**src/verilog/legv8_config.svh**
```systemverilog
`ifndef LEGV8_CONFIG_SVH
`define LEGV8_CONFIG_SVH

// Datapath and address width
`define LEGV8_XLEN 64

`define LEGV8_INSTR_W 32

// Architectural registers, XZR included
`define LEGV8_REG_COUNT 32

`define LEGV8_ZERO_REG 31

// Byte step between instructions
`define LEGV8_PC_STEP 4

`define LEGV8_RESET_PC 0

`endif
```
**src/verilog/legv8_pkg.sv**
```systemverilog
`include "legv8_config.svh"

package legv8_pkg;

  typedef logic [`LEGV8_XLEN-1:0] xlen_t;
  typedef logic [`LEGV8_INSTR_W-1:0] instr_t;
  typedef logic [$clog2(`LEGV8_REG_COUNT)-1:0] reg_idx_t;
  typedef logic [10:0] opcode_t;                 // instr[31:21]
  typedef logic [3:0] alu_ctl_t;
  typedef logic [1:0] fwd_sel_t;

  // ALU function codes
  localparam alu_ctl_t ALU_AND = 4'b0000;
  localparam alu_ctl_t ALU_OR  = 4'b0001;
  localparam alu_ctl_t ALU_ADD = 4'b0010;
  localparam alu_ctl_t ALU_SUB = 4'b0110;
  localparam alu_ctl_t ALU_XOR = 4'b1101;

  // Operand source for forwarding
  localparam fwd_sel_t FWD_REG   = 2'b00;
  localparam fwd_sel_t FWD_MEMWB = 2'b01;
  localparam fwd_sel_t FWD_EXMEM = 2'b10;

  // R-type opcodes
  localparam opcode_t OPC_ADD  = 11'b10001011000;
  localparam opcode_t OPC_SUB  = 11'b11001011000;
  localparam opcode_t OPC_AND  = 11'b10001010000;
  localparam opcode_t OPC_ORR  = 11'b10101010000;
  localparam opcode_t OPC_EOR  = 11'b11001010000;

  // D-type opcodes
  localparam opcode_t OPC_LDUR = 11'b11111000010;
  localparam opcode_t OPC_STUR = 11'b11111000000;

  // I-type prefixes, matched against instr[31:22]
  localparam logic [9:0] OPC_ADDI = 10'b1001000100;
  localparam logic [9:0] OPC_SUBI = 10'b1101000100;
  localparam logic [9:0] OPC_ANDI = 10'b1001001000;
  localparam logic [9:0] OPC_ORRI = 10'b1011001000;
  localparam logic [9:0] OPC_EORI = 10'b1101001000;

endpackage

```
**src/verilog/legv8_execute.sv**
```systemverilog
`include "legv8_config.svh"

module legv8_execute (
  input  logic                 CLOCK,
  input  logic                 arst_n,
  input  legv8_pkg::alu_ctl_t  ex_alu_ctl,
  input  logic                 ex_use_imm,
  input  logic                 ex_mem_read,
  input  logic                 ex_mem_write,
  input  logic                 ex_reg_write,
  input  legv8_pkg::xlen_t     ex_opnd_a,
  input  legv8_pkg::xlen_t     ex_opnd_b,
  input  legv8_pkg::xlen_t     ex_imm,
  input  legv8_pkg::reg_idx_t  ex_src_a,
  input  legv8_pkg::reg_idx_t  ex_src_b,
  input  legv8_pkg::reg_idx_t  ex_dst,
  input  logic                 wb_en,
  input  legv8_pkg::reg_idx_t  wb_idx,
  input  legv8_pkg::xlen_t     wb_data,
  output legv8_pkg::xlen_t     mem_addr,
  output legv8_pkg::xlen_t     mem_wdata,
  output logic                 mem_read,
  output logic                 mem_write,
  output logic                 m_reg_write,
  output legv8_pkg::reg_idx_t  m_dst
);

  localparam legv8_pkg::reg_idx_t XZR = `LEGV8_ZERO_REG;

  legv8_pkg::fwd_sel_t fwd_a;
  legv8_pkg::fwd_sel_t fwd_b;
  legv8_pkg::xlen_t    opnd_a;
  legv8_pkg::xlen_t    opnd_b;
  legv8_pkg::xlen_t    alu_b;
  legv8_pkg::xlen_t    alu_result;

  // Newest producer wins
  function automatic legv8_pkg::fwd_sel_t fwd_select(input legv8_pkg::reg_idx_t src);
    if (m_reg_write && m_dst != XZR && m_dst == src) return legv8_pkg::FWD_EXMEM;
    if (wb_en && wb_idx != XZR && wb_idx == src) return legv8_pkg::FWD_MEMWB;
    return legv8_pkg::FWD_REG;
  endfunction

  function automatic legv8_pkg::xlen_t fwd_value(input legv8_pkg::fwd_sel_t sel,
                                                 input legv8_pkg::xlen_t reg_val);
    case (sel)
      legv8_pkg::FWD_EXMEM: return mem_addr;   // EX/MEM ALU result
      legv8_pkg::FWD_MEMWB: return wb_data;
      default:              return reg_val;
    endcase
  endfunction

  always_comb begin
    fwd_a  = fwd_select(ex_src_a);
    fwd_b  = fwd_select(ex_src_b);
    opnd_a = fwd_value(fwd_a, ex_opnd_a);
    opnd_b = fwd_value(fwd_b, ex_opnd_b);      // Also the store data
  end

  assign alu_b = ex_use_imm ? ex_imm : opnd_b;

  always_comb begin
    case (ex_alu_ctl)
      legv8_pkg::ALU_ADD: alu_result = opnd_a + alu_b;
      legv8_pkg::ALU_SUB: alu_result = opnd_a - alu_b;
      legv8_pkg::ALU_AND: alu_result = opnd_a & alu_b;
      legv8_pkg::ALU_OR:  alu_result = opnd_a | alu_b;
      legv8_pkg::ALU_XOR: alu_result = opnd_a ^ alu_b;
      default:            alu_result = '0;
    endcase
  end

  // EX/MEM control
  always_ff @(posedge CLOCK or negedge arst_n) begin
    if (!arst_n) begin
      mem_read    <= 1'b0;
      mem_write   <= 1'b0;
      m_reg_write <= 1'b0;
    end else begin
      mem_read    <= ex_mem_read;
      mem_write   <= ex_mem_write;
      m_reg_write <= ex_reg_write;
    end
  end

  // EX/MEM payload
  always_ff @(posedge CLOCK) begin
    mem_addr  <= alu_result;
    mem_wdata <= opnd_b;
    m_dst     <= ex_dst;
  end

endmodule

```
**config.mk**
```make
export PLATFORM = sky130hd
export DESIGN_NAME = legv8_execute
export DESIGN_NICKNAME = d
export VERILOG_FILES = /design/src/verilog/legv8_pkg.sv /design/src/verilog/legv8_execute.sv
export VERILOG_INCLUDE_DIRS = /design/src /design/src/verilog
export SDC_FILE = /design/constraint.sdc
export NUM_CORES = 1
export LEC_CHECK = 0
export BUFFER_PORTS_ARGS = -buffer_cell sky130_fd_sc_hd__clkbuf_2
export CAP_MARGIN = 10
export CORE_MARGIN = 2
export CORE_UTILIZATION = 49
export DETAILED_ROUTE_END_ITERATION = 16
export MAX_ROUTING_LAYER = met4
export PLACE_DENSITY = 0.75
export SLEW_MARGIN = 20
export SYNTH_ARGS = -nofsm -noshare
export SYNTH_HDL_FRONTEND = slang
export SYNTH_SLANG_ARGS = --single-unit
export TNS_END_PERCENT = 30
```
**constraint.sdc**
```tcl
create_clock -name CLOCK -period 6.6 [get_ports CLOCK]
set_input_delay 1.65 -clock CLOCK [delete_from_list [all_inputs] [get_ports CLOCK]]
set_output_delay 1.65 -clock CLOCK [all_outputs]
set_load 0.1 [all_outputs]
```
==> summary.md, run 1 <==
| Metric | Value |
|---|---|
| Switching pwr | `2.13 mW` |
| Proportion of synthesized chip area in sequential cells | `17.9%` |
| Number of input and output port buffers inserted | `422` |
| Worst hold slack after final layout | `0.533 ns` |
| Post-CTS Hold Buffers | `0` |
| Placed standard-cell area | `20900 um2` |
| Most area-hungry cell type in the Yosys netlist | `sky130_fd_sc_hd__dfxtp_1` |
| Summed instance area of the synthesized netlist | `15300 um2` |
| Internal portion of total power | `2.42 mW` |
| CTS Buf Count | `17` |
| Clock tree from TritonCTS | `built` |
| Proportion of power drawn by flip-flops and latches | `21.4%` |
| NumNets Final | `3285` |
| Residual DRC | `0` |
| Power density over cell area | `204 nW/um2` |
| Cell Count, Final, Fillers Out | `3202` |
| Switching share of total power | `46.9%` |
| CP max-delay cell | `sky130_fd_sc_hd__nor4b_4` |
| Worst path required time | `6.90 ns` |
| Die width | `181 um` |
| Reported max-cap violation count | `0` |
| Number of sinks handled by clock tree synthesis | `136` |
| Relative slew slack | `38.9%` |
| Synthesized netlist net count | `2512` |
| Most common flop cell mapped by yosys | `sky130_fd_sc_hd__dfxtp_1` |
| Syn_area_per_cell | `7.59 um2` |
| Share of post-route cells with drive strength above 1 | `37.0%` |
| Post-Layout Inst Area | `22400 um2` |
| Delay contributed by the slowest stage of the critical path | `0.33 ns` |
| Vias in the first global route | `18500` |
| Share of synthesized registers carrying an async set or reset | `2.21%` |
| Aggregate negative setup slack | `-0.157 ns` |
| Highest fanout seen on the critical path | `7` |
| CTS H-tree lvls | `4` |
| Wire length of the first global-routing pass | `101000 um` |
| Hold Crit Class | `reg2reg` |
| Height of the die | `181 um` |
| Root buffer cell | `sky130_fd_sc_hd__clkbuf_16` |
| Clk_lat worst skew | `0.46 ns` |
| Tightest Pin Transition | `0.916 ns` |
| Sum of overflow across all layers after global routing | `0` |
| Failing checks | `negative setup slack` |
| Class of the most critical setup path | `in2reg` |
| Number of enable flip-flop cells after synthesis | `0` |
| Timing-limited maximum frequency | `150 MHz` |
| Logic gate share of total power | `56.2%` |
| Register bit total from synthesis | `136` |
| Time the worst path needs with I/O delays and setup | `6.66 ns` |
| Overall routed net length | `67200 um` |
| Clock transition at the registers of the reported paths | `0.07 ns` |
| Iteration-0 DRC Markers | `1785` |
| Area of the core | `30700 um2` |
| Deepest clock path buffer count | `2` |
| First-pass detailed-route iteration total | `7` |
| GRT Overall Usage | `40.0%` |
| Detailed-route wire length per cell | `21.0 um` |
| HPWL after detailed placement | `52700 um` |
| Growth of design area from synthesis to finish | `45.9%` |
| Antenna violations before repair | `1` |
| Run status | `finished, violations left` |
| Ports placed on the boundary | `423` |
| Per-cell via count in the routed design | `5.92` |
| Total of endpoints with negative setup slack in the final report | `4` |
| Most numerous cell types in the synthesized netlist | `205 x sky130_fd_sc_hd__ha_1, 201 x sky130_fd_sc_hd__o21ai_0, 193 x sky130_fd_sc_hd__nand2_1, 148 x sky130_fd_sc_hd__nor2_1, 144 x sky130_fd_sc_hd__inv_1` |
| Initial Utilization | `50.0%` |
| Post-DRT Antenna Nets | `0` |
| Largest cells by area after synthesis | `sky130_fd_sc_hd__dfxtp_1 17%, sky130_fd_sc_hd__ha_1 17%, sky130_fd_sc_hd__mux2i_1 7.1%` |
| Worst clock skew | `0.0145 ns` |
| Placed cell count | `3139` |
| Unrepaired setup endpoints after global routing | `true` |
| Total leakage power | `11.0 nW` |
| Most frequently used cell type in the post-synthesis netlist | `sky130_fd_sc_hd__ha_1` |
| Crit path top cell by count | `sky130_fd_sc_hd__buf_4` |
| Part of the power in the clock network | `22.3%` |
| Period utilization | `101%` |
| CP arrival | `6.96 ns` |
| Yosys top cell area share | `17.4%` |
| Distinct cell type count after synthesis | `88` |
| Crit. End Element | `flop` |
| RD Place Congestion | `0.967` |
| Peak supply drop | `0.000189 V` |
| Final critical-path setup slack | `-0.0591 ns` |
| Full die area | `32700 um2` |
| Final max-slew violation count | `0` |
| Hold Fails Final Rpt | `0` |
| Number of cells produced by synthesis | `2019` |
| Crit path launch type | `input port` |
| Num rows | `64` |
| Detailed-route via count | `19000` |
| Largest net degree at the start of global routing | `65` |
| Synthesis warning total | `0` |
-- worst paths after layout --
kind	to	cells after the start	from	slack, ns
setup / recovery	mem_addr[60]	30	ex_src_b[1]	-0.06
hold / removal	mem_wdata[63]	2	mem_addr[63]	0.53
setup reg to reg	mem_addr[60]	28	m_dst[0]	0.63
hold reg to reg	mem_wdata[63]	2	mem_addr[63]	0.53
max in group asynchronous	mem_read	1	arst_n	5.49
min in group asynchronous	m_reg_write	1	arst_n	0.98
-- critical path: cells and delay by family --
kind	cells	cell delay, ns
xor gates and xnor gates	3	0.51
and+or+nand+nor	5	0.94
adders and majority gates	1	0.33
AOI/OAI and AO/OA	13	2.13
buffers and inverters	7	1.15
muxes	1	0.21
-- registers in the layout (all words and copies together) (netlist names) --
name,count
mem_wdata,64
mem_addr,64
mem_write,1
m_dst,5
m_reg_write,1
mem_read,1
-- cell families (layout without fill, tap and decap cells) --
kind of cell | Yosys count | in the layout | synth area share [%]
flops | 136 | 136 | 17.9
buf+inv | 257 | 1043 | 7.06
mux | 116 | 116 | 7.87
other cells | 0 | 1 | 0
xor+xnor | 139 | 139 | 7.94
compound gates | 605 | 605 | 25.2
fa+ha+maj | 206 | 206 | 16.9
simple gates | 560 | 560 | 17.2
-- per-stage QoR --
step	util (%)	total power, mW	setup WS (ns)
3_3_place_gp	68.0	3.37	-0.889
3_5_place_dp	68.0	3.39	-1.14
2_1_floorplan	-	2.50	-0.913
6_report	72.9	4.55	-0.0591
5_1_grt	72.9	4.74	-0.277
4_1_cts	70.9	4.45	0.00481
-- layer usage --
layer / up-vias / share of wire [%] / global-route usage (%)
met5: - / 0 / -
met4: 0 / 4.6 / 17.6
met3: 207 / 7.9 / 6.21
met2: 982 / 46 / 64.5
met1: 8978 / 41 / 49.3
li1: 8800 / - / -
-- final cells by class --
type	instances	area [um2]
diodes	1	2.50
well taps	396	495
repair buffers	866	5780
fillers	2465	8300
multi-input cells	1626	12200
clock buffers	19	443
inverters	145	546
clock inverters	13	143
flip-flops and latches	136	2740
-- power by group through the flow --
stage | Sequential, mW | Combinational, mW | Clock, mW
after detailed placement | 0.986 | 2.41 | 0
after global placement | 0.986 | 2.38 | 0
after CTS | 0.969 | 2.46 | 1.02
after global routing | 0.980 | 2.72 | 1.05
after floorplan | 1.55 | 0.951 | 0
final | 0.975 | 2.56 | 1.02
-- placed cells by master, fill, tap and decap left out, types with 100 or more instances in the layout --
| cell type | instances |
|---|---|
| sky130_fd_sc_hd__dfxtp_1 | 133 |
| sky130_fd_sc_hd__buf_4 | 424 |
| sky130_fd_sc_hd__o21ai_0 | 178 |
| sky130_fd_sc_hd__ha_1 | 203 |
| sky130_fd_sc_hd__a21oi_1 | 101 |
| sky130_fd_sc_hd__xnor2_1 | 100 |
| sky130_fd_sc_hd__mux2i_1 | 107 |
| sky130_fd_sc_hd__nor2_1 | 141 |
| sky130_fd_sc_hd__inv_1 | 144 |
| sky130_fd_sc_hd__clkbuf_2 | 412 |
| sky130_fd_sc_hd__nand2_1 | 184 |
-- timing repair --
action / 4_1_cts / 5_1_grt
gates resized for setup: 59 / 102
setup endpoints to repair: 23 / 24
gates cloned: 0 / 3
pin swaps: 29 / 46
setup buffers: 9 / 19
Power figures use the tool's default switching activity.
==> run 2, diff against run 1 <==
--- a/config.mk
+++ b/config.mk
@@ -11,6 +11,7 @@
 export CORE_MARGIN = 2
-export CORE_UTILIZATION = 49
+export CORE_UTILIZATION = 35
+export CTS_BUF_LIST = sky130_fd_sc_hd__clkbuf_16
 export DETAILED_ROUTE_END_ITERATION = 16
 export MAX_ROUTING_LAYER = met4
-export PLACE_DENSITY = 0.75
+export PLACE_DENSITY = 0.56
 export SLEW_MARGIN = 20
==> constraint.sdc (replaced) <==
create_clock -name CLOCK -period 6.6 [get_ports CLOCK]
set_input_delay 0.66 -clock CLOCK [delete_from_list [all_inputs] [get_ports CLOCK]]
set_output_delay 0.66 -clock CLOCK [all_outputs]
set_load 0.1 [all_outputs]
==> run 2 against run 1 <==
Against the previous run:
- the run now ends clean
- die area increased by 39%
- utilization decreased by 26 points
- sequential power about the same
- clock skew rose by 0.0034 ns
- register-to-register slack worse by 0.25 ns
- fmax up 7.0%
- critical endpoint is now mem_addr[63]
- largest cell class unchanged
==> summary.md, run 2 (same netlist as run 1, synthesis figures left out) <==
| Metric | Value |
|---|---|
| Height of the die | `213 um` |
| Crit path top cell by count | `sky130_fd_sc_hd__buf_4` |
| Reported max-cap violation count | `0` |
| Worst-case hold path end point | `m_dst[4]` |
| Number of diodes added for antenna fixing | `0` |
| Number of input and output port buffers inserted | `422` |
| Launch instance of the worst register-to-register path | `m_dst[0]` |
| Crit-path leading delay family | `compound AO/OA/AOI/OAI gates` |
| Worst hold slack after final layout | `0.302 ns` |
| First-pass detailed-route iteration total | `6` |
| Clock transition at the registers of the reported paths | `0.06 ns` |
| Amount of wire on met2 after detailed routing | `32500 um` |
| Timing-limited maximum frequency | `161 MHz` |
| CP arrival | `6.54 ns` |
| Share of post-route cells with drive strength above 1 | `28.4%` |
| CTS H-tree lvls | `4` |
| Largest net degree at the start of global routing | `101` |
| Minimum setup slack among reg-to-reg paths | `0.38 ns` |
| Detailed-route wire length per cell | `21.2 um` |
| Top metal layer carrying routed signals | `met4` |
| Delay contributed by the slowest stage of the critical path | `0.53 ns` |
| Vias in the first global route | `17400` |
| GRT Overall Usage | `29.3%` |
| Start point of the worst hold path | `ex_dst[4]` |
| Most frequent standard cell in the layout excluding fill and tap cells | `sky130_fd_sc_hd__clkbuf_2` |
| Die width | `213 um` |
| Number of sinks handled by clock tree synthesis | `136` |
| Antenna violations before repair | `2` |
| Tightest Pin Transition | `0.927 ns` |
| Class of the most critical setup path | `reg2reg` |
| Overall power | `4.39 mW` |
| Crit. End Element | `flop` |
| Post-DRT Antenna Nets | `0` |
| CP max-delay cell | `sky130_fd_sc_hd__o41ai_1` |
| Num rows | `76` |
| Deepest clock path buffer count | `2` |
| Highest fanout seen on the critical path | `27` |
| Pre-CTS setup slack | `-0.163 ns` |
| Sum of overflow across all layers after global routing | `0` |
| NumNets Final | `3047` |
| Detailed-route via count | `17300` |
| Overall routed net length | `66800 um` |
| Root buffer cell | `sky130_fd_sc_hd__clkbuf_16` |
| Post-route core utilization | `46.8%` |
| Worst clock skew | `0.0179 ns` |
| Growth of design area from synthesis to finish | `31.8%` |
| Clk_lat worst skew | `0.47 ns` |
| Endpoint of the worst-slack reg-to-reg timing path | `mem_addr[63]` |
| Period utilization | `94.3%` |
| Initial Utilization | `35.5%` |
| Wire length on met1 | `29300 um` |
| Wire length of the first global-routing pass | `99400 um` |
| DR WL met3 | `3500 um` |
| Regs by FF count | `mem_addr x64, mem_wdata x64, m_dst x5` |
| Depth of the worst hold-timing path | `1` |
| Total of endpoints with negative setup slack in the final report | `0` |
| Run status | `finished, final reports clean` |
| Crit path launch type | `flop` |
| Hold Fails Final Rpt | `0` |
| Worst path required time | `6.92 ns` |
| Worst r2r path cells | `28` |
| Relative slew slack | `38.2%` |
| Per-cell via count in the routed design | `5.49` |
| Ports placed on the boundary | `423` |
| Hold Crit Class | `in2reg` |
| RD Place Congestion | `0.938` |
| Residual DRC | `0` |
| Final max-slew violation count | `0` |
| Most used cells in the layout excluding fill and tap cells | `422 x sky130_fd_sc_hd__clkbuf_2, 204 x sky130_fd_sc_hd__ha_1, 200 x sky130_fd_sc_hd__o21ai_0` |
| Total leakage power | `9.73 nW` |
| Full die area | `45500 um2` |
| Peak supply drop | `0.000147 V` |
| Time the worst path needs with I/O delays and setup | `6.22 ns` |
| Clock tree from TritonCTS | `built` |
| HPWL after detailed placement | `52200 um` |
| Area of the core | `43200 um2` |
| CTS Buf Count | `17` |
| Final critical-path setup slack | `0.379 ns` |
| Iteration-0 DRC Markers | `1095` |
| Count of buffer and inverter cells on the critical path | `5` |
| Power density over cell area | `217 nW/um2` |
## run 2: final cells by class
class	instances	area [um2]
fill	4431	23000
multi-input combinational	1626	11600
timing repair buffer	628	3840
sequential	136	2760
tap	585	732
inverter	145	546
clock buffer	17	425
clock inverter	15	256
## run 2: routing by layer
layer  vias to the layer above  track usage [%]
met5                         -                -
met4                         0             8.96
met3                        88             3.24
met2                       610             49.5
met1                      8290             36.6
li1                       8316                -
## run 2: how the worst max path moves through the flow
stage                startpoint  cells after the start           end
detailed placement    wb_idx[0]                     30  mem_addr[63]
CTS                   wb_idx[0]                     30  mem_addr[63]
global route        ex_src_b[1]                     28  mem_addr[48]
finish                 m_dst[0]                     28  mem_addr[63]
floorplan           ex_src_b[2]                     35  mem_addr[63]
global placement      wb_idx[0]                     30  mem_addr[63]
## run 2: repair_timing
item / CTS / global route
setup buffers: 0 / 2
hold buffers: 1 / 0
endpoints found under the setup margin: 0 / 9
resized for setup: 0 / 9
endpoints found under the hold margin: 3 / 0
## run 2: stage by stage
| step | cells | TNS (ns) | cell area (um2) |
|---|---|---|---|
| floorplan | 2019 | 0 | 15400 |
| global placement | 3116 | -0.0135 | 19400 |
| detailed placement | 3116 | -0.478 | 19400 |
| CTS | 3149 | 0 | 20100 |
| global route | 3152 | -0.00338 | 20200 |
| finish | 3152 | 0 | 20200 |
## run 2: report_power, final
group          total, mW  internal [mW]  switching, mW
Combinational       2.25          0.732           1.52
Clock               1.17          0.742          0.429
Sequential         0.972          0.903         0.0692
Total               4.39           2.38           2.02
==> run 3, diff against run 2 <==
clock period = 5.66 ns   (was 6.6 ns; I/O delays follow)
==> run 3 against run 2 <==
Against the previous run:
- the flow now finishes with violations (negative setup slack)
- fmax up 7.3%
- power increased by 25%
- combinational power rose by 38%
- critical path depth grew 2
- via count is 7.9% higher
- non-clock buffer count grew 304
- hold slack worse by 0.12 ns
- sequential power is 17% higher
- utilization is 7.5 points higher
- clock-buffer cell count rose by 1
- setup slack got worse by 0.52 ns
- routed wire length grew 7.2%
==> summary.md, run 3 (same netlist as run 1, synthesis figures left out) <==
| Metric | Value |
|---|---|
| Part of the power in the clock network | `22.7%` |
| Overall routed net length | `71600 um` |
| Internal portion of total power | `2.91 mW` |
| Run status | `finished, violations left` |
| Detailed-route via count | `18700` |
| Post-DRT Antenna Nets | `0` |
| Switching pwr | `2.58 mW` |
| Num rows | `76` |
| Proportion of power drawn by flip-flops and latches | `20.7%` |
| GRT Overall Usage | `31.3%` |
| Root buffer cell | `sky130_fd_sc_hd__clkbuf_16` |
| CTS Buf Count | `17` |
| Class of the most critical setup path | `reg2reg` |
| Most used cells in the layout excluding fill and tap cells | `471 x sky130_fd_sc_hd__buf_4, 422 x sky130_fd_sc_hd__clkbuf_2, 201 x sky130_fd_sc_hd__ha_1` |
| Total leakage power | `11.4 nW` |
| Start point of the worst hold path | `ex_reg_write` |
| Worst r2r path cells | `30` |
| Detailed-route wire length per cell | `20.7 um` |
| Ports placed on the boundary | `423` |
| Aggregate negative setup slack | `-0.695 ns` |
| Crit path launch type | `flop` |
| Growth of design area from synthesis to finish | `52.8%` |
| Worst clock skew | `0.0148 ns` |
| Power density over cell area | `235 nW/um2` |
| Worst-case hold path end point | `m_reg_write` |
| Crit. End Element | `flop` |
| Number of fillers in the final layout | `4211` |
| Regs by FF count | `mem_addr x64, mem_wdata x64, m_dst x5` |
| Switching share of total power | `47.0%` |
| Largest net degree at the start of global routing | `65` |
| Minimum setup slack among reg-to-reg paths | `-0.14 ns` |
| Launch instance of the worst register-to-register path | `m_dst[4]` |
| Height of the die | `213 um` |
| Unrepaired setup endpoints after global routing | `true` |
| Delay contributed by the slowest stage of the critical path | `0.41 ns` |
| Met1 track demand over resource | `39.1%` |
| Die width | `213 um` |
| GR Layer Usage met3 | `3.85%` |
| Most frequent standard cell in the layout excluding fill and tap cells | `sky130_fd_sc_hd__buf_4` |
| Post-route core utilization | `54.3%` |
| Initial Utilization | `35.5%` |
| Placed standard-cell area | `21500 um2` |
| Overall power | `5.50 mW` |
| CTS H-tree lvls | `4` |
| Share of post-route cells with drive strength above 1 | `40.0%` |
| GR Layer Usage met2 | `51.2%` |
| Final critical-path setup slack | `-0.140 ns` |
| Final max-slew violation count | `0` |
| Total of endpoints with negative setup slack in the final report | `8` |
| Logic gate share of total power | `56.6%` |
| Per-cell via count in the routed design | `5.40` |
| Area of the core | `43200 um2` |
| Pre-CTS setup slack | `-0.844 ns` |
| Time the worst path needs with I/O delays and setup | `5.80 ns` |
| Relative slew slack | `24.7%` |
| Sum of overflow across all layers after global routing | `0` |
| Failing checks | `negative setup slack` |
| Number of sinks handled by clock tree synthesis | `136` |
| Tightest Pin Transition | `1.13 ns` |
| Number of input and output port buffers inserted | `422` |
| Endpoint of the worst-slack reg-to-reg timing path | `mem_addr[63]` |
| Hold Fails Final Rpt | `0` |
| CP arrival | `6.14 ns` |
| Depth of the worst hold-timing path | `1` |
| RD Place Congestion | `0.974` |
| NumNets Final | `3352` |
| Hold Crit Class | `in2reg` |
| Crit path top cell by count | `sky130_fd_sc_hd__buf_4` |
| Timing-limited maximum frequency | `172 MHz` |
| Worst path required time | `6.00 ns` |
| HPWL after detailed placement | `56300 um` |
| Wire length of the first global-routing pass | `105000 um` |
| Period utilization | `102%` |
| Antenna violations before repair | `3` |
| Full die area | `45500 um2` |
| Peak supply drop | `0.000139 V` |
| Post-Layout Inst Area | `23400 um2` |
| Vias in the first global route | `18500` |
| Clk_lat worst skew | `0.49 ns` |
| Deepest clock path buffer count | `2` |
| Highest fanout seen on the critical path | `6` |
| Highest-utilization routing layer at the global route stage | `met2` |
| Reported max-cap violation count | `0` |
| Iteration-0 DRC Markers | `1300` |
| Clock tree from TritonCTS | `built` |
| First-pass detailed-route iteration total | `6` |
| Clock transition at the registers of the reported paths | `0.07 ns` |
| CP max-delay cell | `sky130_fd_sc_hd__dfxtp_4` |
| Residual DRC | `0` |
[run 3: changes by cell type in the layout (fill, tap and decap cells not counted), moves of 8 or more]
cell	before	now
sky130_fd_sc_hd__a21oi_2	0	19
sky130_fd_sc_hd__nand2_1	190	182
sky130_fd_sc_hd__a31oi_1	72	59
sky130_fd_sc_hd__buf_12	13	21
sky130_fd_sc_hd__a31oi_4	0	8
sky130_fd_sc_hd__buf_4	190	471
sky130_fd_sc_hd__o21ai_0	200	182
sky130_fd_sc_hd__a21oi_1	110	89
sky130_fd_sc_hd__buf_6	1	14
sky130_fd_sc_hd__o21ai_1	13	23
[run 3: critical path: cells and delay by family (launching register included)]
family	cells	cell delay (ns)
mux	1	0.23
flops	1	0.41
buf+inv	9	1.34
xor+xnor	2	0.30
fa+ha+maj	1	0.26
simple gates	6	1.19
compound gates	11	1.90
[run 3: per-stage QoR]
stage | cells | hold WS (ns)
2_1_floorplan | 2019 | 0.270
3_3_place_gp | 3370 | 0.362
3_5_place_dp | 3370 | 0.367
4_1_cts | 3427 | 0.157
5_1_grt | 3459 | 0.168
6_report | 3459 | 0.182
[run 3: power groups by stage]
stage | registers, mW | clock network, mW | logic, mW
after CTS | 1.13 | 1.27 | 2.95
final | 1.14 | 1.25 | 3.11
after global placement | 1.15 | 0 | 2.85
after floorplan | 1.81 | 0 | 1.11
after detailed placement | 1.15 | 0 | 2.87
after global routing | 1.14 | 1.30 | 3.31
[run 3: layout make-up]
cell class / instances / area (um2) / share of cell area (%)
flip-flops and latches: 136 / 2760 / 11.8
inverters: 145 / 546 / 2.33
repair buffers: 932 / 6290 / 26.8
clock buffers: 18 / 450 / 1.92
multi-input cells: 1627 / 12500 / 53.3
clock inverters: 14 / 159 / 0.678
well taps: 585 / 732 / 3.12
diodes: 2 / 5.00 / 0.0214
[run 3: worst max path at each step]
stage                      startpoint           end  slack [ns]  cells after the start
final                        m_dst[4]  mem_addr[63]       -0.14                     30
after global routing         m_dst[4]  mem_addr[63]       -0.41                     28
after CTS                    m_dst[4]  mem_addr[63]       -0.18                     27
after detailed placement  ex_src_b[4]  mem_addr[63]       -0.84                     26
after global placement    ex_src_b[4]  mem_addr[48]       -0.78                     31
after floorplan           ex_src_b[2]  mem_addr[63]       -0.75                     35
[run 3: repair_timing]
item,CTS,global route
endpoints found under the setup margin,22,29
hold endpoints to repair,3,0
gates resized for setup,70,132
hold buffers,1,0
buffers inserted,23,30
pin swaps,54,101
cloned,1,1
[run 3: per-layer routing]
metal / share of wire, % / wire length [um]
met5: 0 / 0
met1: 43 / 31100
met4: 3.4 / 2450
met3: 5.2 / 3710
met2: 48 / 34300
